`config.mk`:
```
export PLATFORM = sky130hd
export DESIGN_NAME = px_flat
export DESIGN_NICKNAME = d
export VERILOG_FILES = /design/src/hw/cpu_pkg.sv /design/src/hw/cpu_if.sv /design/src/hw/px.sv /design/src/flat_wrapper.sv
export SDC_FILE = /design/constraint.sdc
export NUM_CORES = 1
export LEC_CHECK = 0
export BUFFER_PORTS_ARGS = -buffer_cell sky130_fd_sc_hd__buf_2
export CORE_UTILIZATION = 40
export CTS_BUF_LIST = sky130_fd_sc_hd__clkbuf_16
export CTS_CLUSTER_SIZE = 12
export DETAILED_ROUTE_END_ITERATION = 6
export GPL_TIMING_DRIVEN = 0
export PLACE_DENSITY_LB_ADDON = 0.2
export RECOVER_POWER = 100
export SLEW_MARGIN = 20
export SYNTH_ARGS = -nofsm -noshare
export SYNTH_HDL_FRONTEND = slang
export SYNTH_SLANG_ARGS = --single-unit
```
`constraint.sdc`:
```
create_clock -name __clk -period 1.5 [get_ports __clk]
set_clock_uncertainty 0.2 [all_clocks]
set_input_delay 0.075 -clock __clk [delete_from_list [all_inputs] [get_ports __clk]]
set_output_delay 0.075 -clock __clk [all_outputs]
set_load 0.05 [all_outputs]
```
`src/hw/cpu_pkg.sv`:
```
`default_nettype none

package cpu_pkg;

	// ---------------------------------------
	// data word, bit 0 is the msb
	// ---------------------------------------

	typedef logic [0:15] word_t;

	// instruction opcodes, bits 0..5 of the first word
	typedef enum logic [0:5] {
		OP_LD  = 6'o20, // load from address in 2nd word
		OP_RW  = 6'o24, // store register a
		OP_AW  = 6'o40,
		OP_SW  = 6'o42,
		OP_OR  = 6'o44,
		OP_NR  = 6'o46,
		OP_LWT = 6'o65, // short constant
		OP_UJ  = 6'o70,
		OP_JZ  = 6'o71,
		OP_HLT = 6'o73
	} op_e;

	// processor states
	typedef enum logic [2:0] {
		ST_STOP = 3'd0, // idle
		ST_P1   = 3'd1, // instruction fetch
		ST_K2   = 3'd2, // argument fetch
		ST_WX   = 3'd3, // execute
		ST_WR   = 3'd4, // memory read
		ST_WW   = 3'd5  // memory write
	} state_e;

	// ---------------------------------------
	// timings, in clock cycles
	// ---------------------------------------

	localparam logic [2:0] STROB_TICKS = 3'd3;      // length of a non-bus state
	localparam logic [7:0] ALARM_DLY_TICKS = 8'd32; // max wait for rok_

	localparam int NREG = 8; // general registers r0..r7

endpackage

`default_nettype wire

```
`src/hw/cpu_if.sv`:
```
`timescale 1ns/1ps
`default_nettype none


// processor cycle timing
interface cyc_if;

	cpu_pkg::state_e state;
	logic strob1; // last cycle of a state
	logic bus_ok; // memory reply taken
	cpu_pkg::state_e nxt_state;

	// sequencer side
	modport drv (
		output state, strob1, bus_ok,
		input nxt_state
	);

	// control side, picks the next state
	modport ctl (
		input state, strob1, bus_ok,
		output nxt_state
	);

	modport rcv (
		input state, strob1, bus_ok
	);

endinterface

`default_nettype wire

```
`src/hw/px.sv`:
```
`timescale 1ns/1ps
`default_nettype none

module px (
	input wire logic __clk,
	input wire logic rst,
	input wire logic rok_,
	input wire logic start_run,
	output logic dr_,
	output logic dw_,
	output logic alarm,
	cyc_if.drv cyc
);

	cpu_pkg::state_e state_q;
	logic [2:0] tick_q;
	logic [7:0] dly_q;
	logic req_q;
	logic bus_st;
	logic tick_end;
	logic bus_ok;
	logic strob1;

	// ---------------------------------------
	// state timing
	// ---------------------------------------

	assign bus_st = state_q inside {cpu_pkg::ST_P1, cpu_pkg::ST_K2,
		cpu_pkg::ST_WR, cpu_pkg::ST_WW};

	// only WX runs on the tick counter
	assign tick_end = (state_q == cpu_pkg::ST_WX)
		&& (tick_q == cpu_pkg::STROB_TICKS - 3'd1);

	assign bus_ok = req_q & ~rok_;
	assign strob1 = bus_ok | tick_end;

	always_ff @(posedge __clk) begin
		if (rst || tick_end || (state_q != cpu_pkg::ST_WX)) begin
			tick_q <= 3'd0;
		end else begin
			tick_q <= tick_q + 3'd1;
		end
	end

	always_ff @(posedge __clk) begin
		if (rst) begin
			state_q <= cpu_pkg::ST_STOP;
		end else if (alarm) begin
			state_q <= cpu_pkg::ST_STOP; // instruction abandoned
		end else if (strob1) begin
			state_q <= cyc.nxt_state;
		end else if ((state_q == cpu_pkg::ST_STOP) && start_run) begin
			state_q <= cpu_pkg::ST_P1;
		end
	end

	// ---------------------------------------
	// bus request and reply
	// ---------------------------------------

	// request waits for rok_ released by the previous transfer
	always_ff @(posedge __clk) begin
		if (rst) begin
			req_q <= 1'b0;
		end else if (bus_ok || alarm) begin
			req_q <= 1'b0;
		end else if (bus_st && rok_) begin
			req_q <= 1'b1;
		end
	end

	assign dr_ = ~(req_q & (state_q != cpu_pkg::ST_WW));
	assign dw_ = ~(req_q & (state_q == cpu_pkg::ST_WW));

	// no reply in time
	always_ff @(posedge __clk) begin
		if (rst || !req_q) begin
			dly_q <= 8'd0;
		end else begin
			dly_q <= dly_q + 8'd1;
		end
	end

	assign alarm = req_q & rok_ & (dly_q == cpu_pkg::ALARM_DLY_TICKS - 8'd1);

	assign cyc.state = state_q;
	assign cyc.strob1 = strob1;
	assign cyc.bus_ok = bus_ok;

endmodule

`default_nettype wire

```
`src/flat_wrapper.sv`:
```
// flat-port wrapper written by rule: the top's interface ports become plain ports
module px_flat 
  (__clk, rst, rok_, start_run, dr_, dw_, alarm, cyc_state, cyc_strob1, cyc_bus_ok, cyc_nxt_state);
  cyc_if cyc_i ();
  input wire logic __clk;
  input wire logic rst;
  input wire logic rok_;
  input wire logic start_run;
  output logic dr_;
  output logic dw_;
  output logic alarm;
  output wire logic [$bits(cyc_i.state)-1:0] cyc_state;
  output wire logic [$bits(cyc_i.strob1)-1:0] cyc_strob1;
  output wire logic [$bits(cyc_i.bus_ok)-1:0] cyc_bus_ok;
  input wire logic [$bits(cyc_i.nxt_state)-1:0] cyc_nxt_state;
  assign cyc_state = cyc_i.state;
  assign cyc_strob1 = cyc_i.strob1;
  assign cyc_bus_ok = cyc_i.bus_ok;
  assign cyc_i.nxt_state = cyc_nxt_state;
  px u_core (.__clk(__clk), .rst(rst), .rok_(rok_), .start_run(start_run), .dr_(dr_), .dw_(dw_), .alarm(alarm), .cyc(cyc_i));
endmodule
```
==> results.json <==
{
  "outcome": "finished with violations",
  "violations": "design-rule violations, negative setup slack",
  "end_kind": "output port",
  "reg2reg_from": "u_core.tick_q[0]",
  "synthesis.instances": 75,
  "critPathLaunchType": "flop",
  "required_ns": 1.22,
  "routed-via-count": 682,
  "routed_wl_um": 1779,
  "ant_nets": 0,
  "grt_start_max_net_pins": 9,
  "first_global_vias": 625,
  "final_common_cell": "buf_4",
  "globalplace.congestion": 0.7456,
  "reg2reg_slack_ns": 0,
  "cts_root_buf": "clkbuf_16",
  "syn_avg_cell_area_um2": 9.226,
  "numCtsBuffers": 3,
  "period_share_pct": 104.3,
  "fmax_ghz": 0.6391,
  "period_minus_slack_ns": 1.565,
  "finalNonFillerCells": 125,
  "final-seq-area_um2": 331.6,
  "finalWorstSetupSlack_ns": -0.06461,
  "final_cell_mix": "11 x buf_4, 7 x nor2_1, 7 x dfxtp_2",
  "hp-start": "start_run",
  "cts_sinks": 15,
  "drv_slew": 0,
  "yosysTopAreaCell": "dfxtp_1",
  "vias_per_cell": 5.456,
  "p_sw_uw": 228.2,
  "antenna_found_initial": 0,
  "dieArea_mm2": 0.001900,
  "clock_path_buffers": 2,
  "ys_types": 32,
  "core_area_mm2": 0.001559,
  "io_pins": 15,
  "place_inst": 105,
  "synth_area_leaders": "dfxtp_1 43%, ha_1 5.4%, nor2_1 4.3%",
  "grt_pass1_wl_um": 2711,
  "seq_area_frac_synth_pct": 43.40,
  "critical_path_arrival_ns": 1.29,
  "rsz0062_at_grt": "true",
  "r2r-end": "u_core.tick_q[2]",
  "syn2layout_area_growth_pct": 64.38,
  "start_util_pct": 44.38,
  "power_frac_seq_pct": 40.2,
  "fillers": 111,
  "drtIter0Drc": 15,
  "crit_family": "simple AND/OR/NAND/NOR gates",
  "dpl_worst_slack_ns": -0.1114,
  "cpPeakStageDelay_ns": 0.35,
  "hold_end": "u_core.cyc.state[0]",
  "synth.net_count": 85,
  "cts_tree": "yes",
  "grtUsageTotal_pct": 20.22,
  "drive_above_1_share_pct": 53.21,
  "switching_share_pct": 22.09,
  "p_comb_share_pct": 11.1,
  "reg2reg_depth": 6,
  "leakagePower_uw": 0.0004608,
  "port_buffers": 14,
  "post_drt_wl_per_cell_um": 14.23,
  "crit_chain": "ha_4 > and4_4 > and3_4 > buf_8",
  "multi_input_area_um2": 457.9,
  "peakVddDrop_v": 0.0006336,
  "rows": 14,
  "nets": 120,
  "crit_path_top_delay_cell": "dfxtp_4",
  "pwr-share-clk_pct": 48.7,
  "clkLatencyLatePin_ns": 0.24,
  "p_per_area_mw_per_mm2": 908.4,
  "hold_path.class": "in2reg",
  "internal_power_uw": 805.0,
  "grt_overflow": 0,
  "worst_setup_hold_path_clk_slew_ns": 0.05,
  "cts-htree-levels": 1,
  "hold_violations": 0,
  "crit_fanout": 2,
  "synth_seq_cells": 15,
  "antenna_cells": 0,
  "yosysTopAreaCellShare_pct": 43.40,
  "yosysWarnings": 0,
  "slew_headroom_pct": 60.47,
  "netlist_area_um2": 691.9,
  "crit_buf_inv": 1,
  "dpl.hpwl_um": 1048,
  "chipWidth_um": 43.59,
  "drc": 3,
  "first_pass_iters": 6,
  "path_class": "reg2out",
  "hold_ws_ns": 0.1413,
  "setup_viol": 2,
  "die_y_um": 43.59,
  "tightest_slew_ns": 0.5955,
  "hold_depth": 4,
  "maxCapViolCount": 0
}
-- metrics by stage --
step                setup TNS [ns]  util (%)  total power, uW  instance area, um^2
CTS                       -0.09352     69.34             1038                 1081
floorplan                 -0.08887         -            481.7                711.9
finish                    -0.09315     72.95             1033                 1137
global route               -0.4684     72.95             1082                 1137
detailed placement         -0.4336     51.44            507.0                802.0
global placement           -0.3282     51.44            505.3                802.0
-- routing by layer --
layer / vias up / part of all wire, % / global-route usage (%)
li1: 342 / - / -
met1: 316 / 46 / 24.81
met2: 20 / 47 / 31.04
met3: 4 / 5.1 / 4.167
met4: 0 / 2.0 / 15.00
met5: - / 0 / 0
-- area by class of cell --
class                      count  area share (%)
multi-input combinational     54           40.26
clock inverter                 1          0.3300
clock buffer                   3           6.601
inverter                       5           1.650
sequential                    15           29.15
tap                           16           1.760
timing repair buffer          30           19.58
buffer                         1          0.6601
-- cells in the mapped netlist (all sizes together) --
cell,number
a211oi,1
a21boi,1
a21o,1
a21oi,3
a31oi,2
and3,2
and3b,1
and4,1
buf,1
dfxtp,15
ha,3
inv,5
mux2i,1
nand2,4
nand3,4
nand4,1
nand4b,1
nor2,8
nor2b,2
nor3b,1
nor4b,1
o211a,1
o21ai,3
o221a,1
o31ai,2
or3,2
or3b,1
or4,1
xnor2,3
xor2,2
-- power groups by stage --
| stage | Clock, uW | Combinational, uW | Sequential (uW) |
|---|---|---|---|
| after floorplan | 0 | 42.2 | 440 |
| after global placement | 0 | 79.2 | 426 |
| after detailed placement | 0 | 80.2 | 427 |
| after CTS | 517 | 102 | 419 |
| after global routing | 544 | 122 | 416 |
| final | 503 | 115 | 416 |
-- flip-flops by register name, summed over array words and instances, names as in the netlist --
name              flops
u_core.req_q          1
u_core.cyc.state      3
u_core.dly_q          8
u_core.tick_q         3
-- cell families after synthesis --
logic type | share of synthesized area [%]
simple gates | 25.32
buf+inv | 3.435
mux | 1.447
compound gates | 14.65
fa+ha+maj | 5.426
xor+xnor | 6.330
flops | 43.40
-- worst register-to-register path, cell delays in order, from the launching register on --
cell and delay, ns:
dfxtp_1 0.33, inv_2 0.05, ha_4 0.14, nor2b_4 0.13, buf_6 0.11, or3b_4 0.38, nor2_1 0.09
-- worst max-delay path by stage --
stage / from / to / slack, ns / cells after the start
3_5_place_dp: u_core.dly_q[0] / u_core.cyc.state[1] / -0.11 / 4
5_1_grt: u_core.dly_q[6] / alarm / -0.12 / 3
6_report: u_core.dly_q[0] / alarm / -0.06 / 4
2_1_floorplan: u_core.dly_q[0] / u_core.cyc.state[0] / -0.09 / 4
4_1_cts: u_core.dly_q[1] / alarm / -0.06 / 4
3_3_place_gp: u_core.dly_q[0] / u_core.cyc.state[1] / -0.11 / 4
-- timing repair --
item | CTS | global route
setup buffers | 9 | 2
pin swaps | 6 | 8
hold endpoints to repair | 7 | 0
resized for setup | 24 | 17
hold buffers | 5 | 0
endpoints found under the setup margin | 9 | 13
(Power assumes the default switching activity.)
