$ cat config.mk
export PLATFORM = sky130hd
export DESIGN_NAME = pm_flat
export DESIGN_NICKNAME = d
export VERILOG_FILES = /design/src/hw/cpu_pkg.sv /design/src/hw/cpu_if.sv /design/src/hw/pm.sv /design/src/flat_wrapper.sv
export SDC_FILE = /design/constraint.sdc
export NUM_CORES = 1
export LEC_CHECK = 0
export BUFFER_PORTS_ARGS = -buffer_cell sky130_fd_sc_hd__buf_4
export CAP_MARGIN = 20
export CORE_AREA = 2 2 39 41
export DETAILED_ROUTE_END_ITERATION = 16
export DIE_AREA = 0 0 41 43
export HOLD_SLACK_MARGIN = 0.08
export PLACE_DENSITY = 0.69
export SKIP_LAST_GASP = 1
export SYNTH_ARGS = -nofsm -noshare
export SYNTH_HDL_FRONTEND = slang
export SYNTH_SLANG_ARGS = --single-unit
$ cat constraint.sdc
create_clock -name __clk -period 1 [get_ports __clk]
set_clock_uncertainty 0.15 [all_clocks]
set_input_delay 0.1 -clock __clk [delete_from_list [all_inputs] [get_ports __clk]]
set_output_delay 0.1 -clock __clk [all_outputs]
set_load 0.01 [all_outputs]
$ cat src/hw/cpu_pkg.sv
`default_nettype none

package cpu_pkg;

	// ---------------------------------------
	// data word, bit 0 is the msb
	// ---------------------------------------

	typedef logic [0:15] word_t;

	// instruction opcodes, bits 0..5 of the first word
	typedef enum logic [0:5] {
		OP_LD  = 6'o20, // load from address in 2nd word
		OP_RW  = 6'o24, // store register a
		OP_AW  = 6'o40,
		OP_SW  = 6'o42,
		OP_OR  = 6'o44,
		OP_NR  = 6'o46,
		OP_LWT = 6'o65, // short constant
		OP_UJ  = 6'o70,
		OP_JZ  = 6'o71,
		OP_HLT = 6'o73
	} op_e;

	// processor states
	typedef enum logic [2:0] {
		ST_STOP = 3'd0, // idle
		ST_P1   = 3'd1, // instruction fetch
		ST_K2   = 3'd2, // argument fetch
		ST_WX   = 3'd3, // execute
		ST_WR   = 3'd4, // memory read
		ST_WW   = 3'd5  // memory write
	} state_e;

	// ---------------------------------------
	// timings, in clock cycles
	// ---------------------------------------

	localparam logic [2:0] STROB_TICKS = 3'd3;      // length of a non-bus state
	localparam logic [7:0] ALARM_DLY_TICKS = 8'd32; // max wait for rok_

	localparam int NREG = 8; // general registers r0..r7

endpackage

`default_nettype wire

$ cat src/hw/cpu_if.sv
`timescale 1ns/1ps
`default_nettype none

// decoded instruction fields
interface dec_if;

	cpu_pkg::op_e op;
	logic [0:2] ra;
	logic [0:2] rb;
	cpu_pkg::word_t t; // already sign-extended
	logic two_word;

	modport drv (
		output op, ra, rb, t, two_word
	);

	modport rcv (
		input op, ra, rb, t, two_word
	);

endinterface

// processor cycle timing
interface cyc_if;

	cpu_pkg::state_e state;
	logic strob1; // last cycle of a state
	logic bus_ok; // memory reply taken
	cpu_pkg::state_e nxt_state;

	// sequencer side
	modport drv (
		output state, strob1, bus_ok,
		input nxt_state
	);

	// control side, picks the next state
	modport ctl (
		input state, strob1, bus_ok,
		output nxt_state
	);

	modport rcv (
		input state, strob1, bus_ok
	);

endinterface

`default_nettype wire

$ cat src/hw/pm.sv
`timescale 1ns/1ps
`default_nettype none

module pm (
	input wire logic __clk,
	input wire logic rst,
	input wire logic start_,
	input wire logic stop_,
	input wire logic alarm,
	output logic run,
	output logic hlt_n_,
	output logic awaria_,
	output logic start_run,
	cyc_if.ctl cyc,
	dec_if.rcv dec
);

	logic run_q;
	logic stop_q; // stop pending until end of instruction
	logic hlt_q;
	logic alm_q;
	logic end_instr;
	logic halt_now;
	logic run_clr;
	logic go;
	cpu_pkg::state_e nxt;

	assign end_instr = cyc.strob1 && (cyc.state inside {cpu_pkg::ST_WX,
		cpu_pkg::ST_WR, cpu_pkg::ST_WW});
	assign halt_now = end_instr && (cyc.state == cpu_pkg::ST_WX)
		&& (dec.op == cpu_pkg::OP_HLT);
	assign run_clr = end_instr & (stop_q | ~stop_ | halt_now);
	assign go = ~start_ & ~run_q & (cyc.state == cpu_pkg::ST_STOP);

	always_ff @(posedge __clk) begin
		if (rst) begin
			run_q <= 1'b0;
			stop_q <= 1'b0;
			hlt_q <= 1'b0;
			alm_q <= 1'b0;
		end else begin
			if (alarm || run_clr) run_q <= 1'b0;
			else if (go) run_q <= 1'b1;
			if (alarm || run_clr || go) stop_q <= 1'b0;
			else if (!stop_ && run_q) stop_q <= 1'b1;
			if (halt_now) hlt_q <= 1'b1;
			else if (go) hlt_q <= 1'b0;
			if (alarm) alm_q <= 1'b1;
			else if (go) alm_q <= 1'b0;
		end
	end

	// ---------------------------------------
	// next state
	// ---------------------------------------

	always_comb begin
		case (cyc.state)
			cpu_pkg::ST_P1: nxt = dec.two_word ? cpu_pkg::ST_K2 : cpu_pkg::ST_WX;
			cpu_pkg::ST_K2: begin
				if (dec.op == cpu_pkg::OP_LD) nxt = cpu_pkg::ST_WR;
				else if (dec.op == cpu_pkg::OP_RW) nxt = cpu_pkg::ST_WW;
				else nxt = cpu_pkg::ST_WX; // jumps
			end
			cpu_pkg::ST_WX, cpu_pkg::ST_WR, cpu_pkg::ST_WW:
				nxt = (run_q && !run_clr) ? cpu_pkg::ST_P1 : cpu_pkg::ST_STOP;
			default: nxt = cpu_pkg::ST_STOP;
		endcase
	end

	assign cyc.nxt_state = nxt;

	assign start_run = run_q & (cyc.state == cpu_pkg::ST_STOP);
	assign run = run_q;
	assign hlt_n_ = ~hlt_q;
	assign awaria_ = ~alm_q;

endmodule

`default_nettype wire

$ cat src/flat_wrapper.sv
// flat-port wrapper written by rule: the top's interface ports become plain ports
module pm_flat 
  (__clk, rst, start_, stop_, alarm, run, hlt_n_, awaria_, start_run, cyc_state, cyc_strob1, cyc_bus_ok, cyc_nxt_state, dec_op, dec_ra, dec_rb, dec_t, dec_two_word);
  cyc_if cyc_i ();
  dec_if dec_i ();
  input wire logic __clk;
  input wire logic rst;
  input wire logic start_;
  input wire logic stop_;
  input wire logic alarm;
  output logic run;
  output logic hlt_n_;
  output logic awaria_;
  output logic start_run;
  input wire logic [$bits(cyc_i.state)-1:0] cyc_state;
  input wire logic [$bits(cyc_i.strob1)-1:0] cyc_strob1;
  input wire logic [$bits(cyc_i.bus_ok)-1:0] cyc_bus_ok;
  output wire logic [$bits(cyc_i.nxt_state)-1:0] cyc_nxt_state;
  input wire logic [$bits(dec_i.op)-1:0] dec_op;
  input wire logic [$bits(dec_i.ra)-1:0] dec_ra;
  input wire logic [$bits(dec_i.rb)-1:0] dec_rb;
  input wire logic [$bits(dec_i.t)-1:0] dec_t;
  input wire logic [$bits(dec_i.two_word)-1:0] dec_two_word;
  assign cyc_i.state = cyc_state;
  assign cyc_i.strob1 = cyc_strob1;
  assign cyc_i.bus_ok = cyc_bus_ok;
  assign cyc_nxt_state = cyc_i.nxt_state;
  assign dec_i.op = dec_op;
  assign dec_i.ra = dec_ra;
  assign dec_i.rb = dec_rb;
  assign dec_i.t = dec_t;
  assign dec_i.two_word = dec_two_word;
  pm u_core (.__clk(__clk), .rst(rst), .start_(start_), .stop_(stop_), .alarm(alarm), .run(run), .hlt_n_(hlt_n_), .awaria_(awaria_), .start_run(start_run), .cyc(cyc_i), .dec(dec_i));
endmodule
==> run metrics <==
outcome=finished, violations left; failing checks=negative hold slack, negative setup slack; Peak VDD IR=between 0.5 and 0.6 mV; number of global-route vias before repair=roughly 460; Slew Viols, Final=0; top layer in use=met3; Die Ht=43 um; syn_nets=80; top area cells in the synthesized netlist=dfxtp_1 (25%), inv_1 (8.2%), nand2b_1 (7.8%); endpoint class of the critical path=output pin; nets=roughly 120; Mean Syn Cell Area=roughly 7.8 um^2; worst setup margin=-0.496 ns; initial antenna violation count=0; endpoints failing hold=2; Slew @ Worst Pin=around 0.33 ns; Leakage=around 0.34 nW; drc violations=0; startpoint class of the critical path=flop; hold depth=2; cell breakdown of the critical path=nand2b_1 > a221o_1 > o211ai_1 > buf_4; Slowest-stage cell, CP=dfxtp_1; total power=0.562 mW; Buf+Inv Stages, Crit Path=1; Seq cells post-synth=4; GP Congestion=0.702; Clock Tree Root=clkbuf_4; CP max FO=2; CTS tree=yes; clock buffer count from CTS=3; dpl ws=-0.440 ns; hold_sp=alarm; Critical Path Start=u_core.stop_q$_SDFFE_PP0P_; Rows=14; synth cell count leaders=inv_1 (7), dfxtp_1 (4), nand2b_1 (4), a21oi_1 (3), nor4_1 (3); worst min path class=in -> reg; Arr. time, crit path=about 1.3 ns; M1 WL=387 um; Clock Sinks=4; Routed Antenna Nets=0; worst path required time=around 0.75 ns; Vias=between 400 and 500; DRT Wirelength=just over 1000 um; Post-synth EDFFs=0; DR WL met3=60 um; Area Overhead vs Synth=133%; final period utilization=150%; clock transition at the registers of the reported paths=approximately 0.040 ns; Synth area leader=dfxtp_1; Fin Setup TNS=-1.53 ns; synth unique cells=22; Worst R2R Setup Slack=-0.13 ns; port buffer count=22; Hold Path Sink=u_core.run$_SDFFE_PP0P_; Initial DRT Pass Iterations=2; R2R depth=4; dpl hpwl=approximately 800 um; fmax=approximately 670 MHz; grt ovf=0; first-pass GRT wire length=about 1600 um; Worst path top cell family by delay=compound AO/OA/AOI/OAI gates; Mapped Area=between 300 and 400 um^2; slowest stage delay, CP=approximately 0.29 ns; H-tree Lvls=1; Finished Core Util=between 50% and 60%; antenna diode count=0; Relative slew margins=just under 80%; crit path time final=~1.5 ns; layout cell share with drive strength beyond 1=between 60% and 70%; clock tree buffer depth=2; Hold Worst Slack=-0.0962 ns; worst reg2reg path endpoint=u_core.stop_q$_SDFFE_PP0P_; wire per inst=around 11 um; Seq/Total Area, Yosys=~25%; DRT iter0 DRCs=1; reg2reg start=u_core.run$_SDFFE_PP0P_; chip width=between 40 and 50 um; Die ar.=1760 um^2; async set-reset flop share out of synthesis=0%; kind of critical path=reg -> out; via/cell ratio=approximately 4.7; initial core utilization=a little under a quarter; RSZ-0062 raised after global routing=yes; post-synth top area share=about a quarter; I/O pin count=46; top_reg_cell synth=dfxtp_1; largest net degree at the start of global routing=7; Post-Synthesis Cells=a little over 40; power density over the cells=about 750 nW/um^2; cell with the most instances after synthesis=inv_1; GRT Overall Usage=about 13%; clk_lat worst skew=0.23 ns; routed wl met2=565 um; Setup violations, final=7; core area=between 1000 and 1500 um^2; maxcap violations=0; filler instances=between 100 and 150; Ys Warns=0
-- per-stage QoR --
| stage | hold WS, ns | cell area, um^2 | instances |
|---|---|---|---|
| after global routing | -0.104 | 749 | 96 |
| final | -0.0962 | 749 | 96 |
| after CTS | -0.102 | 699 | 96 |
| after global placement | 0.133 | 642 | 92 |
| after floorplan | 0.0209 | 359 | 41 |
| after detailed placement | 0.137 | 642 | 92 |
-- state kept, by name, summed over array words and instances, names as in the netlist --
register,flops
u_core.alm_q,1
u_core.run,1
u_core.hlt_q,1
u_core.stop_q,1
-- cell families (layout without fill, tap and decap cells) --
logic type             count (synthesis)  in the layout  synth area share (%)
AO/OA/AOI/OAI                         11             11                  23.7
buffers and inverters                  7             46                  8.17
flip-flops                             4              4                  24.9
AND/OR/NAND/NOR                       19             19                  43.2
-- worst reg2reg max path: stages, from the launching register on --
cell	delay, ns
dfxtp_2	0.33
inv_2	0.04
buf_6	0.12
a21oi_4	0.13
nor4bb_1	0.26
-- report_power, final --
group          switching, mW  internal (mW)  leakage, nW
clock network         0.0657          0.134       0.0138
registers            0.00230          0.166       0.0337
logic                 0.0818          0.112        0.290
-- worst max path at each step --
stage,slack [ns],depth (start not counted),end
after global placement,-0.43,5,cyc_nxt_state[0]
after CTS,-0.52,4,cyc_nxt_state[0]
after detailed placement,-0.44,5,cyc_nxt_state[0]
after floorplan,-0.20,3,cyc_nxt_state[0]
final,-0.50,4,cyc_nxt_state[0]
after global routing,-0.55,4,cyc_nxt_state[0]
-- layer usage --
| metal | up-vias | global-route usage (%) |
|---|---|---|
| li1 | 230 | - |
| met1 | 207 | 13.8 |
| met2 | 13 | 23.8 |
| met3 | 0 | 1.57 |
| met4 | 0 | 8.00 |
| met5 | - | 0 |
-- final cells by class --
cell class	count	area, um^2	area share (%)
Sequential cell	4	83.8	11.2
Tap cell	16	20.0	2.67
Multi-Input combinational cell	30	297	39.6
Inverter	7	26.3	3.51
Timing Repair Buffer	36	300	40.1
Clock buffer	3	22.5	3.01
-- placed cells by master, fill, tap and decap left out, drive strengths merged, types with 2 or more instances in the layout --
cell type / instances
o211ai: 2
dfxtp: 4
a22o: 2
clkbuf: 3
nor4: 4
inv: 7
a21oi: 3
nand2: 2
nand2b: 4
o21ai: 2
buf: 36
-- repair_timing --
| item | CTS | global route |
|---|---|---|
| resized for setup | 8 | 12 |
| setup endpoints to repair | 9 | 11 |
| pin swaps | 8 | 6 |
| hold endpoints to repair | 4 | 4 |
| buffers inserted | 1 | 1 |
(Power assumes the default switching activity.)
