File: src/hw/cpu_pkg.sv
`default_nettype none

package cpu_pkg;

	// ---------------------------------------
	// data word, bit 0 is the msb
	// ---------------------------------------

	typedef logic [0:15] word_t;

	// instruction opcodes, bits 0..5 of the first word
	typedef enum logic [0:5] {
		OP_LD  = 6'o20, // load from address in 2nd word
		OP_RW  = 6'o24, // store register a
		OP_AW  = 6'o40,
		OP_SW  = 6'o42,
		OP_OR  = 6'o44,
		OP_NR  = 6'o46,
		OP_LWT = 6'o65, // short constant
		OP_UJ  = 6'o70,
		OP_JZ  = 6'o71,
		OP_HLT = 6'o73
	} op_e;

	// processor states
	typedef enum logic [2:0] {
		ST_STOP = 3'd0, // idle
		ST_P1   = 3'd1, // instruction fetch
		ST_K2   = 3'd2, // argument fetch
		ST_WX   = 3'd3, // execute
		ST_WR   = 3'd4, // memory read
		ST_WW   = 3'd5  // memory write
	} state_e;

	// ---------------------------------------
	// timings, in clock cycles
	// ---------------------------------------

	localparam logic [2:0] STROB_TICKS = 3'd3;      // length of a non-bus state
	localparam logic [7:0] ALARM_DLY_TICKS = 8'd32; // max wait for rok_

	localparam int NREG = 8; // general registers r0..r7

endpackage

`default_nettype wire

File: src/hw/cpu_if.sv
`timescale 1ns/1ps
`default_nettype none

// decoded instruction fields
interface dec_if;

	cpu_pkg::op_e op;
	logic [0:2] ra;
	logic [0:2] rb;
	cpu_pkg::word_t t; // already sign-extended
	logic two_word;

	modport drv (
		output op, ra, rb, t, two_word
	);

	modport rcv (
		input op, ra, rb, t, two_word
	);

endinterface

// processor cycle timing
interface cyc_if;

	cpu_pkg::state_e state;
	logic strob1; // last cycle of a state
	logic bus_ok; // memory reply taken
	cpu_pkg::state_e nxt_state;

	// sequencer side
	modport drv (
		output state, strob1, bus_ok,
		input nxt_state
	);

	// control side, picks the next state
	modport ctl (
		input state, strob1, bus_ok,
		output nxt_state
	);

	modport rcv (
		input state, strob1, bus_ok
	);

endinterface

`default_nettype wire

File: src/hw/pa.sv
`timescale 1ns/1ps
`default_nettype none

module pa (
	input wire logic __clk,
	input wire logic rst,
	input wire cpu_pkg::word_t rdt_,
	input wire cpu_pkg::word_t ra_val,
	input wire cpu_pkg::word_t rb_val,
	input wire logic z,
	output cpu_pkg::word_t dad_,
	output cpu_pkg::word_t ddt_,
	output cpu_pkg::word_t w,
	output cpu_pkg::word_t wr_val,
	output logic w_r,
	dec_if.rcv dec,
	cyc_if.rcv cyc
);

	cpu_pkg::word_t ic_q;
	cpu_pkg::word_t ar_q;
	cpu_pkg::word_t at_q; // argument latch
	cpu_pkg::word_t rdt;
	cpu_pkg::word_t alu;
	logic fetch;
	logic jump;

	assign rdt = ~rdt_;
	assign fetch = cyc.bus_ok && (cyc.state inside {cpu_pkg::ST_P1, cpu_pkg::ST_K2});
	assign jump = cyc.strob1 && (cyc.state == cpu_pkg::ST_WX)
		&& ((dec.op == cpu_pkg::OP_UJ) || ((dec.op == cpu_pkg::OP_JZ) && z));

	// ---------------------------------------
	// IC and AR
	// ---------------------------------------

	always_ff @(posedge __clk) begin
		if (rst) begin
			ic_q <= '0;
		end else if (fetch) begin
			ic_q <= ic_q + 16'd1;
		end else if (jump) begin
			ic_q <= ar_q;
		end
	end

	always_ff @(posedge __clk) begin
		if (cyc.bus_ok && (cyc.state == cpu_pkg::ST_K2)) begin
			ar_q <= rdt; // address from 2nd word
		end
	end

	// ---------------------------------------
	// arithmetic
	// ---------------------------------------

	always_ff @(posedge __clk) begin
		if (cyc.state == cpu_pkg::ST_WX) begin
			at_q <= (dec.op == cpu_pkg::OP_LWT) ? dec.t : rb_val;
		end
	end

	always_comb begin
		case (dec.op)
			cpu_pkg::OP_AW: alu = ra_val + at_q; // wraps
			cpu_pkg::OP_SW: alu = ra_val - at_q;
			cpu_pkg::OP_NR: alu = ra_val & at_q;
			cpu_pkg::OP_OR: alu = ra_val | at_q;
			default: alu = at_q; // LWT
		endcase
	end

	assign w_r = ((cyc.state == cpu_pkg::ST_WX) && (dec.op inside {cpu_pkg::OP_LWT,
		cpu_pkg::OP_AW, cpu_pkg::OP_SW, cpu_pkg::OP_NR, cpu_pkg::OP_OR}))
		|| ((cyc.state == cpu_pkg::ST_WR) && (dec.op == cpu_pkg::OP_LD));
	assign wr_val = (cyc.state == cpu_pkg::ST_WR) ? rdt : alu;

	// ---------------------------------------
	// bus and W
	// ---------------------------------------

	// IC for fetches, AR for operand transfers
	assign dad_ = (cyc.state inside {cpu_pkg::ST_WR, cpu_pkg::ST_WW}) ? ~ar_q : ~ic_q;
	assign ddt_ = (cyc.state == cpu_pkg::ST_WW) ? ~ra_val : '1;

	always_comb begin
		case (cyc.state)
			cpu_pkg::ST_P1, cpu_pkg::ST_K2, cpu_pkg::ST_WR: w = rdt;
			cpu_pkg::ST_WW: w = ra_val;
			cpu_pkg::ST_WX: w = alu;
			default: w = ic_q; // stopped
		endcase
	end

endmodule

`default_nettype wire

File: src/flat_wrapper.sv
// flat-port wrapper written by rule: the top's interface ports become plain ports
module pa_flat 
  (__clk, rst, rdt_, ra_val, rb_val, z, dad_, ddt_, w, wr_val, w_r, dec_op, dec_ra, dec_rb, dec_t, dec_two_word, cyc_state, cyc_strob1, cyc_bus_ok);
  dec_if dec_i ();
  cyc_if cyc_i ();
  input wire logic __clk;
  input wire logic rst;
  input wire cpu_pkg::word_t rdt_;
  input wire cpu_pkg::word_t ra_val;
  input wire cpu_pkg::word_t rb_val;
  input wire logic z;
  output cpu_pkg::word_t dad_;
  output cpu_pkg::word_t ddt_;
  output cpu_pkg::word_t w;
  output cpu_pkg::word_t wr_val;
  output logic w_r;
  input wire logic [$bits(dec_i.op)-1:0] dec_op;
  input wire logic [$bits(dec_i.ra)-1:0] dec_ra;
  input wire logic [$bits(dec_i.rb)-1:0] dec_rb;
  input wire logic [$bits(dec_i.t)-1:0] dec_t;
  input wire logic [$bits(dec_i.two_word)-1:0] dec_two_word;
  input wire logic [$bits(cyc_i.state)-1:0] cyc_state;
  input wire logic [$bits(cyc_i.strob1)-1:0] cyc_strob1;
  input wire logic [$bits(cyc_i.bus_ok)-1:0] cyc_bus_ok;
  assign dec_i.op = dec_op;
  assign dec_i.ra = dec_ra;
  assign dec_i.rb = dec_rb;
  assign dec_i.t = dec_t;
  assign dec_i.two_word = dec_two_word;
  assign cyc_i.state = cyc_state;
  assign cyc_i.strob1 = cyc_strob1;
  assign cyc_i.bus_ok = cyc_bus_ok;
  pa u_core (.__clk(__clk), .rst(rst), .rdt_(rdt_), .ra_val(ra_val), .rb_val(rb_val), .z(z), .dad_(dad_), .ddt_(ddt_), .w(w), .wr_val(wr_val), .w_r(w_r), .dec(dec_i), .cyc(cyc_i));
endmodule
File: config.mk
export PLATFORM = sky130hd
export DESIGN_NAME = pa_flat
export DESIGN_NICKNAME = d
export VERILOG_FILES = /design/src/hw/cpu_pkg.sv /design/src/hw/cpu_if.sv /design/src/hw/pa.sv /design/src/flat_wrapper.sv
export SDC_FILE = /design/constraint.sdc
export NUM_CORES = 1
export LEC_CHECK = 0
export BUFFER_PORTS_ARGS = -buffer_cell sky130_fd_sc_hd__buf_2
export CAP_MARGIN = 20
export CELL_PAD_IN_SITES_DETAIL_PLACEMENT = 2
export CELL_PAD_IN_SITES_GLOBAL_PLACEMENT = 2
export CORE_MARGIN = 8
export CORE_UTILIZATION = 32
export DETAILED_ROUTE_END_ITERATION = 10
export GPL_ROUTABILITY_DRIVEN = 0
export PLACE_DENSITY_LB_ADDON = 0.1
export SYNTH_ARGS = -nofsm -noshare
export SYNTH_HDL_FRONTEND = slang
export SYNTH_SLANG_ARGS = --single-unit
File: constraint.sdc
create_clock -name __clk -period 8.13 [get_ports __clk]
set_clock_uncertainty 0.15 [all_clocks]
set_input_delay 0.813 -clock __clk [delete_from_list [all_inputs] [get_ports __clk]]
set_output_delay 0.813 -clock __clk [all_outputs]
set_load 0.1 [all_outputs]
==> key figures <==
Finish
  • Fin cells: 929
  • Fraction of layout instances using a drive strength above 1: 24.7%
  • Utilization after layout: 39.2%
  • Diode insertion count for antenna repair: 0
  • Nets@finish: 846
  • Area growth from synthesis to layout: 19.9%
  • Most common cell after layout, fill and taps aside: sky130_fd_sc_hd__buf_2
  • Leading cell types in the layout, fill and taps excluded: 142 x sky130_fd_sc_hd__buf_2, 69 x sky130_fd_sc_hd__nand2_1, 66 x sky130_fd_sc_hd__a21oi_1

Timing
  • RSZ-0062 raised after global routing: no
  • Tightest Pin Transition: 1.09 ns
  • Worst Setup Slack, final: 2.44 ns
  • Sum Neg Setup Slack: 0 ns
  • Hold slack final: 0.381 ns
  • Final critical-path share of the clock period: 70.0%
  • Slew Limit Fails: 0
  • Hold violation count in the final report: 0
  • Relative slew slack: 27.1%
  • Number of failing setup endpoints in the final timing report: 0
  • Tmin final: 5.69 ns
  • Fmax achieved: 176 MHz

Drt
  • Remaining DRCs: 0
  • Final wirelength: 21000 µm
  • Post-DRT Antenna Nets: 0
  • Vias per inst: 5.79
  • Routed via count: 5382
  • Total iterations of the first detailed-routing run: 4
  • Initial detailed-routing violation count: 181
  • Wirelength per Cell: 22.6 µm

Floorplan
  • Die Wd: 140 µm
  • Area of the core region: 0.0151 mm²
  • Area of the die: 0.0197 mm²
  • Effective utilization at floorplan: 32.7%
  • Die boundary height: 140 µm
  • Top-level port count: 150
  • Site Rows: 45

Setup path
  • Data arrival time of the critical path: 4.73 ns
  • Worst path required time: 7.17 ns
  • Category of the worst setup path capture point: output port
  • Crit path kind: flop to output port
  • CP max FO: 8
  • Startpoint Class: flop

Synth
  • YS warnings: 0
  • Total standard cell area after synthesis: 0.00496 mm²
  • Top cells by area in the synthesized netlist: sky130_fd_sc_hd__edfxtp_1 19%, sky130_fd_sc_hd__mux2i_1 8.3%, sky130_fd_sc_hd__a21oi_1 6.7%, sky130_fd_sc_hd__dfxtp_1 6.5%, sky130_fd_sc_hd__nand2_1 5.2%
  • Post-synthesis register bit count: 48
  • Portion of synthesized cell area occupied by the leading cell type: 19.4%
  • Synth Area in Compound Gates: 27.2%
  • Mux cell area share after synthesis: 12.4%
  • Dominant combinational cell family by area after synthesis: compound AO/OA/AOI/OAI gates
  • Synth Net Count: 733
  • Async SR Flop Fraction: 0%
  • Biggest area consumer among synthesized cells: sky130_fd_sc_hd__edfxtp_1
  • Number of enable flip-flop cells after synthesis: 32
  • Xor-xnor portion of the synthesized cell area: 4.22%
  • Sequential cell area fraction in the yosys report: 25.8%
  • Cell count after synthesis: 628
  • Avg Synthesized Cell Area: 7.89 µm²
  • Post-synthesis cell type count: 63
  • Adder-cell area share of the yosys netlist: 5.40%
  • Dominant synthesized flop cell: sky130_fd_sc_hd__edfxtp_1
  • Post-Synth Simple-Gate Area: 19.5%

GRT
  • Pin count of the biggest net entering global routing: 35
  • GRT overflow: 0
  • Overall fraction of global-route tracks in use: 21.2%
  • Antenna violations before repair: 0
  • First-pass GRT wire length: 33400 µm
  • Via count of the first global-routing pass: 6082

Outcome
  • Outcome: finished clean

Power
  • Switching Fraction: 44.9%
  • Internal cell power: 521 µW
  • Combinational fraction of design power: 43.5%
  • Power per cell area: 159 mW/mm²
  • Maximum VDD drop: 77.2 µV
  • Switching power of the nets: 424 µW
  • Clock share of power: 27.1%
  • Static power due to leakage: 0.00249 µW
  • Sequential power share: 29.4%

Clock network
  • Number of buffers inserted to repair setup after CTS: 0
  • Clock Latency Late Sink: 0.31 ns
  • TritonCTS buffer count: 5
  • CTS tree: yes
  • Total of hold buffers inserted after clock tree synthesis: 0
  • Clock root buffer: sky130_fd_sc_hd__clkbuf_16
  • CTS clock-pin slew for the worst setup and hold paths: 0.07 ns
  • Clock Path Buffers: 2
  • H-tree level count: 2
  • TritonCTS sink count: 48
  • Cells resized by post-CTS repair: 0

Placement
  • Number of buffer cells added on primary ports: 142
  • Worst slack at placement: 2.52 ns
  • Post-DP HPWL: 16700 µm
  • Number of placed instances, taps included: 922

Hold path
  • Worst hold path type: flop to flop

Flow run
  • Number of violations of the max-capacitance limit: 0
## final timing paths
check,start,to,slack (ns),cells after the start
worst max-delay path,u_core.at_q[0]$_DFFE_PP_,w[15],2.44,16
worst min register to register,u_core.ar_q[0]$_DFFE_PP_,u_core.ic_q[0]$_SDFFE_PP0P_,0.38,2
worst max register to register,u_core.ic_q[0]$_SDFFE_PP0P_,u_core.ic_q[10]$_SDFFE_PP0P_,5.99,7
worst min-delay path,u_core.ar_q[0]$_DFFE_PP_,u_core.ic_q[0]$_SDFFE_PP0P_,0.38,2
## critical path: stages (launching register included)
cell	delay [ns]
sky130_fd_sc_hd__edfxtp_1	0.48
sky130_fd_sc_hd__inv_1	0.13
sky130_fd_sc_hd__ha_1	0.20
sky130_fd_sc_hd__nand2b_1	0.09
sky130_fd_sc_hd__or4_1	0.46
sky130_fd_sc_hd__nor3_1	0.45
sky130_fd_sc_hd__nor2_1	0.13
sky130_fd_sc_hd__xnor2_1	0.16
sky130_fd_sc_hd__ha_1	0.43
sky130_fd_sc_hd__and4_1	0.30
sky130_fd_sc_hd__nand3_1	0.10
sky130_fd_sc_hd__a31o_2	0.23
sky130_fd_sc_hd__nand3b_1	0.15
sky130_fd_sc_hd__nor3b_1	0.28
sky130_fd_sc_hd__o211ai_1	0.15
sky130_fd_sc_hd__a21oi_1	0.22
sky130_fd_sc_hd__buf_2	0.45
## cell usage after synthesis (2+ instances only)
cell and count:
sky130_fd_sc_hd__nor2b_1 4, sky130_fd_sc_hd__mux2i_1 41, sky130_fd_sc_hd__a32oi_1 2, sky130_fd_sc_hd__nor3_1 7, sky130_fd_sc_hd__a31oi_1 11, sky130_fd_sc_hd__nor3b_1 4
sky130_fd_sc_hd__nand2_1 69, sky130_fd_sc_hd__a22oi_1 19, sky130_fd_sc_hd__nor2_1 46, sky130_fd_sc_hd__a211oi_1 5, sky130_fd_sc_hd__nand4_1 6, sky130_fd_sc_hd__o211ai_1 2
sky130_fd_sc_hd__nand3b_1 3, sky130_fd_sc_hd__xnor2_1 13, sky130_fd_sc_hd__buf_2 11, sky130_fd_sc_hd__a21oi_1 66, sky130_fd_sc_hd__and4_1 2, sky130_fd_sc_hd__o22ai_1 3
sky130_fd_sc_hd__o2bb2ai_1 4, sky130_fd_sc_hd__a2bb2oi_1 2, sky130_fd_sc_hd__inv_1 26, sky130_fd_sc_hd__a222oi_1 2, sky130_fd_sc_hd__ha_1 19, sky130_fd_sc_hd__o21ai_0 50
sky130_fd_sc_hd__a31o_2 2, sky130_fd_sc_hd__clkbuf_1 23, sky130_fd_sc_hd__a21boi_0 2, sky130_fd_sc_hd__and3_1 12, sky130_fd_sc_hd__nand3_1 15, sky130_fd_sc_hd__o221ai_1 18
sky130_fd_sc_hd__or3_1 2, sky130_fd_sc_hd__o21a_1 3, sky130_fd_sc_hd__clkbuf_2 2, sky130_fd_sc_hd__edfxtp_1 32, sky130_fd_sc_hd__o31ai_1 4, sky130_fd_sc_hd__mux2_2 18
sky130_fd_sc_hd__buf_1 4, sky130_fd_sc_hd__nor4_1 4, sky130_fd_sc_hd__dfxtp_1 16, sky130_fd_sc_hd__and2_1 2, sky130_fd_sc_hd__nand2b_1 12, sky130_fd_sc_hd__or4_1 2
sky130_fd_sc_hd__a21o_1 10, sky130_fd_sc_hd__xor2_1 9
## metrics by stage
step	power [µW]	cell area (µm²)
6_report	945	5940
5_1_grt	983	5940
4_1_cts	953	5940
3_5_place_dp	694	5770
3_3_place_gp	684	5770
2_1_floorplan	593	4960
## sequential cells by signal (all words and copies together), names as in the netlist
register and flops:
u_core.ar_q 16, u_core.at_q 16, u_core.ic_q 16
## area by class of cell
class / count / area [µm²]
fillers: 1783 / 9200
multi-input cells: 513 / 3410
flip-flops and latches: 48 / 1280
repair buffers: 147 / 748
well taps: 188 / 235
clock buffers: 7 / 175
inverters: 26 / 97.6
## logic make-up after synthesis
| family | after synthesis |
|---|---|
| buffers and inverters | 67 |
| XOR/XNOR | 23 |
| AO/OA/AOI/OAI | 213 |
| flip-flops | 48 |
| adder cells (fa/ha/maj) | 21 |
| AND/OR/NAND/NOR | 197 |
| multiplexers | 59 |
## power by group through the flow
stage	Sequential, µW	Clock, µW	Combinational [µW]
final	278	256	411
after global routing	279	268	436
after CTS	278	262	413
after detailed placement	283	0	411
after global placement	283	0	402
after floorplan	278	0	315
## metal layers
metal / wire length, µm / GRT usage, % / part of all wire [%]
met1: 8860 / 24.7 / 42
met2: 10900 / 39.0 / 52
met3: 921 / 3.57 / 4.4
met4: 331 / 6.05 / 1.6
met5: 0 / 0 / 0
(Power assumes the default switching activity.)
