<file path="config.mk">
export PLATFORM = sky130hd
export DESIGN_NAME = pr_flat
export DESIGN_NICKNAME = d
export VERILOG_FILES = /design/src/hw/cpu_pkg.sv /design/src/hw/cpu_if.sv /design/src/hw/pr.sv /design/src/flat_wrapper.sv
export SDC_FILE = /design/constraint.sdc
export NUM_CORES = 1
export LEC_CHECK = 0
export BUFFER_PORTS_ARGS = -buffer_cell sky130_fd_sc_hd__buf_2
export CAP_MARGIN = 20
export CELL_PAD_IN_SITES_DETAIL_PLACEMENT = 2
export CELL_PAD_IN_SITES_GLOBAL_PLACEMENT = 2
export CORE_ASPECT_RATIO = 1.1
export CORE_UTILIZATION = 25
export CTS_BUF_LIST = sky130_fd_sc_hd__clkbuf_8
export DETAILED_ROUTE_END_ITERATION = 10
export PLACE_DENSITY = 0.57
export SLEW_MARGIN = 10
export SYNTH_ARGS = -nofsm -noshare
export SYNTH_HDL_FRONTEND = slang
export SYNTH_SLANG_ARGS = --single-unit
</file>
<file path="constraint.sdc">
create_clock -name __clk -period 4.2 [get_ports __clk]
set_clock_uncertainty 0.1 [all_clocks]
set_input_delay 1.26 -clock __clk [delete_from_list [all_inputs] [get_ports __clk]]
set_output_delay 1.26 -clock __clk [all_outputs]
set_load 0.02 [all_outputs]
</file>
<file path="src/hw/cpu_pkg.sv">
`default_nettype none

package cpu_pkg;

	// ---------------------------------------
	// data word, bit 0 is the msb
	// ---------------------------------------

	typedef logic [0:15] word_t;

	// instruction opcodes, bits 0..5 of the first word
	typedef enum logic [0:5] {
		OP_LD  = 6'o20, // load from address in 2nd word
		OP_RW  = 6'o24, // store register a
		OP_AW  = 6'o40,
		OP_SW  = 6'o42,
		OP_OR  = 6'o44,
		OP_NR  = 6'o46,
		OP_LWT = 6'o65, // short constant
		OP_UJ  = 6'o70,
		OP_JZ  = 6'o71,
		OP_HLT = 6'o73
	} op_e;

	// processor states
	typedef enum logic [2:0] {
		ST_STOP = 3'd0, // idle
		ST_P1   = 3'd1, // instruction fetch
		ST_K2   = 3'd2, // argument fetch
		ST_WX   = 3'd3, // execute
		ST_WR   = 3'd4, // memory read
		ST_WW   = 3'd5  // memory write
	} state_e;

	// ---------------------------------------
	// timings, in clock cycles
	// ---------------------------------------

	localparam logic [2:0] STROB_TICKS = 3'd3;      // length of a non-bus state
	localparam logic [7:0] ALARM_DLY_TICKS = 8'd32; // max wait for rok_

	localparam int NREG = 8; // general registers r0..r7

endpackage

`default_nettype wire

</file>
<file path="src/hw/cpu_if.sv">
`timescale 1ns/1ps
`default_nettype none

// decoded instruction fields
interface dec_if;

	cpu_pkg::op_e op;
	logic [0:2] ra;
	logic [0:2] rb;
	cpu_pkg::word_t t; // already sign-extended
	logic two_word;

	modport drv (
		output op, ra, rb, t, two_word
	);

	modport rcv (
		input op, ra, rb, t, two_word
	);

endinterface

// processor cycle timing
interface cyc_if;

	cpu_pkg::state_e state;
	logic strob1; // last cycle of a state
	logic bus_ok; // memory reply taken
	cpu_pkg::state_e nxt_state;

	// sequencer side
	modport drv (
		output state, strob1, bus_ok,
		input nxt_state
	);

	// control side, picks the next state
	modport ctl (
		input state, strob1, bus_ok,
		output nxt_state
	);

	modport rcv (
		input state, strob1, bus_ok
	);

endinterface

`default_nettype wire

</file>
<file path="src/hw/pr.sv">
`timescale 1ns/1ps
`default_nettype none

module pr (
	input wire logic __clk,
	input wire logic rst,
	input wire logic w_r,
	input wire cpu_pkg::word_t wr_val,
	output cpu_pkg::word_t ra_val,
	output cpu_pkg::word_t rb_val,
	output logic z,
	dec_if.rcv dec,
	cyc_if.rcv cyc
);

	cpu_pkg::word_t regs [0:cpu_pkg::NREG-1];
	logic z_q;
	logic wr_en;

	// write at the end of WX or on the read reply
	assign wr_en = w_r & cyc.strob1;

	always_ff @(posedge __clk) begin
		if (rst) begin
			for (int i = 0; i < cpu_pkg::NREG; i++) begin
				regs[i] <= '0;
			end
			z_q <= 1'b0;
		end else if (wr_en) begin
			regs[dec.ra] <= wr_val;
			z_q <= (wr_val == '0); // every register write sets Z
		end
	end

	// ---------------------------------------
	// read ports
	// ---------------------------------------

	assign ra_val = regs[dec.ra];
	assign rb_val = regs[dec.rb];
	assign z = z_q;

endmodule

`default_nettype wire

</file>
<file path="src/flat_wrapper.sv">
// flat-port wrapper written by rule: the top's interface ports become plain ports
module pr_flat 
  (__clk, rst, w_r, wr_val, ra_val, rb_val, z, dec_op, dec_ra, dec_rb, dec_t, dec_two_word, cyc_state, cyc_strob1, cyc_bus_ok);
  dec_if dec_i ();
  cyc_if cyc_i ();
  input wire logic __clk;
  input wire logic rst;
  input wire logic w_r;
  input wire cpu_pkg::word_t wr_val;
  output cpu_pkg::word_t ra_val;
  output cpu_pkg::word_t rb_val;
  output logic z;
  input wire logic [$bits(dec_i.op)-1:0] dec_op;
  input wire logic [$bits(dec_i.ra)-1:0] dec_ra;
  input wire logic [$bits(dec_i.rb)-1:0] dec_rb;
  input wire logic [$bits(dec_i.t)-1:0] dec_t;
  input wire logic [$bits(dec_i.two_word)-1:0] dec_two_word;
  input wire logic [$bits(cyc_i.state)-1:0] cyc_state;
  input wire logic [$bits(cyc_i.strob1)-1:0] cyc_strob1;
  input wire logic [$bits(cyc_i.bus_ok)-1:0] cyc_bus_ok;
  assign dec_i.op = dec_op;
  assign dec_i.ra = dec_ra;
  assign dec_i.rb = dec_rb;
  assign dec_i.t = dec_t;
  assign dec_i.two_word = dec_two_word;
  assign cyc_i.state = cyc_state;
  assign cyc_i.strob1 = cyc_strob1;
  assign cyc_i.bus_ok = cyc_bus_ok;
  pr u_core (.__clk(__clk), .rst(rst), .w_r(w_r), .wr_val(wr_val), .ra_val(ra_val), .rb_val(rb_val), .z(z), .dec(dec_i), .cyc(cyc_i));
endmodule
</file>
==> results of run 1 <==
[routing by layer]
metal,GRT usage,part of all wire,vias up
met3,0.0272,0.034,29
met1,0.209,0.43,2442
met4,0.0535,0.017,0
met2,0.311,0.52,119
li1,-,-,2012
met5,0,0,-
[synth_stat cells (7+ instances only)]
library cell / instances / share of area
and2_1: 130 / 0.12
edfxtp_1: 128 / 0.54
mux2_2: 34 / 0.054
mux4_1: 28 / 0.10
a221oi_1: 15 / 0.019
a22oi_1: 12 / 0.013
clkbuf_1: 12 / 0.0064
mux4_2: 12 / 0.038
or2_2: 8 / 0.0071
buf_6: 7 / 0.011
nand3_1: 7 / 0.0050
nor2_1: 7 / 0.0037
[stage by stage]
step,total power [W],hold WS [ps],cell area (um^2),std cells
final,0.00309,417,8360,926
after CTS,0.00312,417,8350,926
after global placement,0.00200,404,7950,894
after floorplan,0.00181,459,7060,472
after detailed placement,0.00201,403,7950,894
after global routing,0.00319,457,8360,926
[kinds of logic (layout without fill, tap and decap cells)]
logic type             count (synthesis)  in the layout  share of synthesized area
DFF                                  129            129                      0.547
buffers and inverters                 35            126                     0.0298
AOI/OAI and AO/OA                     49             49                     0.0549
muxes                                 79             79                      0.204
and+or+nand+nor                      180            180                      0.164
[cell type report]
class                           count  area [um^2]
Fill cell                        2868        19400
Clock buffer                       17          234
Clock inverter                     15          170
Timing Repair Buffer               93          641
Tap cell                          363          454
Multi-Input combinational cell    308         2990
Inverter                            1         3.75
Sequential cell                   129         3860
[worst max path at each step]
stage	from	to	slack (ps)	depth (start not counted)
4_1_cts	dec_ra[1]	ra_val[7]	40	7
3_3_place_gp	dec_ra[2]	ra_val[1]	10	5
3_5_place_dp	dec_ra[2]	ra_val[1]	-20	5
5_1_grt	dec_ra[1]	ra_val[6]	5	7
2_1_floorplan	dec_ra[2]	ra_val[5]	380	7
6_report	dec_rb[0]	rb_val[7]	90	5
[critical path: cells and delay by family]
family | cells | cell delay, ps
muxes | 2 | 930
buffers and inverters | 3 | 540
[flip-flops by register name, indices dropped and copies added, names as in the netlist]
name,cells
u_core.regs,128
u_core.z,1
[what timing repair did]
item	4_1_cts	5_1_grt
resized for setup	1	1
endpoints found under the setup margin	3	1
buffers inserted	0	0
[power by group through the flow]
stage | Combinational (W) | Clock (W) | Sequential, W
finish | 0.000450 | 0.00111 | 0.00153
global route | 0.000480 | 0.00118 | 0.00154
CTS | 0.000459 | 0.00113 | 0.00153
detailed placement | 0.000457 | 0 | 0.00156
global placement | 0.000449 | 0 | 0.00155
floorplan | 0.000279 | 0 | 0.00153
==> metrics.md, run 1 <==
| Metric | Value |
|---|---|
| Status | completed |
| Vias | 4602 |
| Setup tns final | 0 ps |
| HP Class | flop to flop |
| Worst path required time | 2840 ps |
| Hold endpoint | u_core.z |
| Grt total ovfl | 0 |
| Reg-to-Reg End | u_core.z |
| Final setup vio count | 0 |
| Reg2reg path depth | 2 |
| Path type of the worst setup path | input port to primary output |
| Most frequent CP cell | buf_2 |
| All-layer global routing usage | 0.172 |
| Switching power | 0.000826 W |
| Final WL | 23.8 mm |
| Site Rows | 64 |
| Chip Width | 162 um |
| Internal power | 0.00226 W |
| First-pass GRT wire length | 34.9 mm |
| Peak VDD IR | 0.000189 V |
| Total leakage power | 3.02 nW |
| 1st-iter DRT viols | 345 |
| RSZ-0062 raised after global routing | no |
| Starting Density | 0.254 |
| Register-to-Register Setup Slack | 3510 ps |
| Number of synthesized register bits | 129 |
| Max Fclk | 243 MHz |
| Slowest-stage cell, CP | mux4_1 |
| Top FF cell, synth | edfxtp_1 |
| CTS Hold Bufs | 0 |
| YS warnings | 0 |
| Core Util, Final | 0.301 |
| Post-DRT Antenna Nets | 0 |
| Vias in the first global route | 5145 |
| Mean routed wirelength per cell | 25.7 um |
| Commonest non-fill, non-tap cell in the layout | and2_1 |
| Final hold vios | 0 |
| Worst Hold Path Cells | 2 |
| Power density over the cells | 369 nW/um^2 |
| Critical Path, Cell by Cell | buf_2 > buf_12 > mux4_1 > mux2_2 > buf_2 |
| Initial antenna violation count | 1 |
| Mean Syn Cell Area | 15.0 um^2 |
| Combinational Power Share | 0.146 |
| Worst path max stage delay | 620 ps |
| Reg clk slew, reported paths | 70 ps |
| HP Start | u_core.z |
| Core Area | 27800 um^2 |
| Clk sinks | 129 |
| Setup crit end kind | primary output |
| Final Cycle Share | 0.979 |
| Worst-Skew Late Latency | 440 ps |
| Most frequent cells in the layout | 130 x and2_1, 128 x edfxtp_1, 58 x buf_2 |
| Cell count after synthesis | 472 |
| Maxcap violations | 0 |
| H-tree levels | 4 |
| Final min period | 4110 ps |
| I/O Pins | 86 |
| Setup ws final | 90.0 ps |
| Num CTS Buffers | 17 |
| Synthesized area | 7060 um^2 |
| Max Root-Sink Buffers | 2 |
| Crit start category | input port |
| Net Sw Frac | 0.268 |
| Slew of the pin with the lowest slew margin | 673 ps |
| Worst reg2reg path startpoint | u_core.z |
| Avg Vias per Cell | 4.97 |
| Initial DRT Pass Iterations | 4 |
| EDFF count, synth | 128 |
| Area Growth Syn to Fin | 18.4% |
| Ys async rst share | 0 |
| Post-layout nets | 603 |
| Arr. time, crit path | 2750 ps |
| IO Port Bufs | 58 |
| CTS tree | built |
| Sequential share of the synthesized area | 0.547 |
| Flop pwr share | 0.495 |
| Die Y | 178 um |
| Die area | 28900 um^2 |
| CP Max Fanout | 32 |
| Final GP Congestion | 0.761 |
| Pins over their slew limit | 0 |
| ANT cells | 0 |
| Relative slew slack | 0.552 |
| DP Wirelength | 15.1 mm |
| # DRC | 0 |
| Power share of the clock group | 0.359 |
| Distinct cell type count after synthesis | 43 |
| Setup slack at placement | -18.6 ps |
| Largest net degree at the start of global routing | 33 |
| Clk root buf | clkbuf_8 |
| Layout cells sized above 1 | 0.336 |
| Syn nets | 525 |
Power figures use the tool's default switching activity.
==> run 2, diff against run 1 <==
--- a/config.mk
+++ b/config.mk
@@ -13,7 +13,7 @@
 export CORE_UTILIZATION = 25
 export CTS_BUF_LIST = sky130_fd_sc_hd__clkbuf_8
 export DETAILED_ROUTE_END_ITERATION = 10
-export PLACE_DENSITY = 0.57
+export PLACE_DENSITY = 0.64
 export SLEW_MARGIN = 10
 export SYNTH_ARGS = -nofsm -noshare
 export SYNTH_HDL_FRONTEND = slang
==> run 2 against run 1 <==
  * Clock-buffer cell count is the same
  * Die area unchanged
  * Final cell count did not move
  * Largest cell class unchanged
==> metrics.md, run 2 (synthesized netlist as in run 1, its figures left out) <==
| Metric | Value |
|---|---|
| Status | completed |
| Postcts setup bufs | 0 |
| Final setup vio count | 0 |
| ANT cells | 0 |
| Die area | 28900 um^2 |
| Setup ws final | 101 ps |
| Most frequent CP cell | buf_2 |
| Site Rows | 64 |
| Area Growth Syn to Fin | 18.2% |
| Combinational Power Share | 0.151 |
| H-tree levels | 4 |
| IO Port Bufs | 58 |
| Reg-to-Reg End | u_core.z |
| Flop pwr share | 0.505 |
| RSZ-0062 raised after global routing | no |
| All-layer global routing usage | 0.174 |
| Final min period | 4100 ps |
| Relative slew slack | 0.565 |
| Arr. time, crit path | 2740 ps |
| Setup crit start | dec_ra[1] |
| Internal power | 0.00224 W |
| Largest net degree at the start of global routing | 33 |
| Die Y | 178 um |
| Max Root-Sink Buffers | 2 |
| Post-DRT Antenna Nets | 0 |
| Slew of the pin with the lowest slew margin | 653 ps |
| Final WL | 24.2 mm |
| Filler cells | 2858 |
| Final Cycle Share | 0.976 |
| Met1 GRT Util | 0.210 |
| Post-Layout Cell Count | 926 |
| Worst setup endpoint | ra_val[3] |
| Initial antenna violation count | 0 |
| Post-placement cell count | 896 |
| Stages on worst setup path | 8 |
| Clk root buf | clkbuf_8 |
| Final hold vios | 0 |
| Setup crit end kind | primary output |
| Slowest-stage cell, CP | a221oi_1 |
| GR met3 Demand/Resource | 0.0342 |
| 1st-iter DRT viols | 284 |
| CP Max Fanout | 11 |
| I/O Pins | 86 |
| Path type of the worst setup path | input port to primary output |
| Vias in the first global route | 5297 |
| HP Class | flop to flop |
| # DRC | 0 |
| Worst path required time | 2840 ps |
| Peak VDD IR | 0.000171 V |
| Pins over their slew limit | 0 |
| Crit start category | input port |
| Worst-Skew Late Latency | 450 ps |
| Grt total ovfl | 0 |
| Reg clk slew, reported paths | 70 ps |
| Starting Density | 0.254 |
| Critical Path, Cell by Cell | buf_2 > buf_12 > nor2b_1 > buf_4 > a221oi_1 > a21oi_1 > a221o_1 > buf_2 |
| First-pass GRT wire length | 35.4 mm |
| Initial DRT Pass Iterations | 5 |
| Grt peak-use layer | met2 |
| Vias | 4676 |
| Worst path max stage delay | 300 ps |
| Setup slack at placement | -68.3 ps |
| Top reg by flops | u_core.regs |
| Crit-path leading delay family | buffers and inverters |
| Core Area | 27800 um^2 |
| Net Sw Frac | 0.261 |
| Mean routed wirelength per cell | 26.1 um |
| Reg2reg path depth | 2 |
| Total leakage power | 3.03 nW |
| Maxcap violations | 0 |
| Most frequent cells in the layout | 130 x and2_1, 128 x edfxtp_1, 57 x buf_2 |
| Max reg flops | 128 |
| Layout cells sized above 1 | 0.321 |
| Design Power | 0.00303 W |
| Power share of the clock group | 0.345 |
| Post-layout nets | 605 |
| Worst Path Buf+Inv | 4 |
| Worst Hold Path Cells | 2 |
| Clk sinks | 129 |
| Switching power | 0.000792 W |
| Setup tns final | 0 ps |
| Final GP Congestion | 0.791 |
| Register-to-Register Setup Slack | 3470 ps |
| Routing usage on met2 | 0.310 |
| Num CTS Buffers | 17 |
| Avg Vias per Cell | 5.05 |
| CTS tree | built |
| Worst reg2reg path startpoint | u_core.z |
| Core Util, Final | 0.300 |
| Chip Width | 162 um |
| Max Fclk | 244 MHz |
| Commonest non-fill, non-tap cell in the layout | and2_1 |
| DP Wirelength | 15.7 mm |
| Power density over the cells | 364 nW/um^2 |
[run 2: cell count changes in the layout (fill, tap and decap cells not counted)]
cell	delta
clkinv_4	-4
inv_1	+4
buf_4	+2
clkinv_1	+2
clkinv_2	-2
clkinvlp_4	-2
a221oi_1	+1
a221oi_2	-1
buf_12	+1
buf_2	-1
nor2_1	+1
nor2_2	-1
[run 2: per-stage QoR]
stage | cell area (um^2) | hold WS, ps
5_1_grt | 8340 | 459
3_3_place_gp | 7980 | 423
2_1_floorplan | 7060 | 459
6_report | 8340 | 441
4_1_cts | 8340 | 435
3_5_place_dp | 7980 | 422
[run 2: worst min-delay path by stage]
| stage | startpoint | endpoint | slack (ps) |
|---|---|---|---|
| floorplan | u_core.z | u_core.z | 460 |
| global placement | u_core.z | u_core.z | 420 |
| detailed placement | u_core.z | u_core.z | 420 |
| CTS | u_core.z | u_core.z | 440 |
| global route | u_core.z | u_core.z | 460 |
| finish | u_core.z | u_core.z | 440 |
[run 2: final cells by class]
cell class                      instances  area [um^2]  area share
Clock buffer                           17          234      0.0280
Sequential cell                       129         3860       0.463
Multi-Input combinational cell        308         2990       0.358
Inverter                                1         3.75    0.000450
Tap cell                              363          454      0.0544
Clock inverter                         13          133      0.0159
Timing Repair Buffer                   95          671      0.0804
[run 2: tightest hold or removal path, cell delays in order (launching register included)]
cell      delay [ps]
dfxtp_1          340
nand3b_1          90
o31ai_1           60
[run 2: layer usage]
layer,up-vias,wire length [um],part of all wire
met4,0,401,0.017
met1,2495,10300,0.43
met5,-,0,0
met3,31,915,0.038
li1,2020,-,-
met2,130,12600,0.52
[run 2: timing repair]
| action | in CTS | in global routing |
|---|---|---|
| hold buffers | 0 | 0 |
| hold endpoints to repair | 0 | 0 |
| resized for setup | 1 | 0 |
| endpoints found under the setup margin | 4 | 0 |
[run 2: power by group through the flow]
| stage | Clock (W) | Sequential, W | Combinational (W) |
|---|---|---|---|
| after CTS | 0.00106 | 0.00153 | 0.000465 |
| after detailed placement | 0 | 0.00156 | 0.000463 |
| final | 0.00105 | 0.00153 | 0.000457 |
| after global routing | 0.00110 | 0.00154 | 0.000487 |
| after global placement | 0 | 0.00155 | 0.000452 |
| after floorplan | 0 | 0.00153 | 0.000279 |
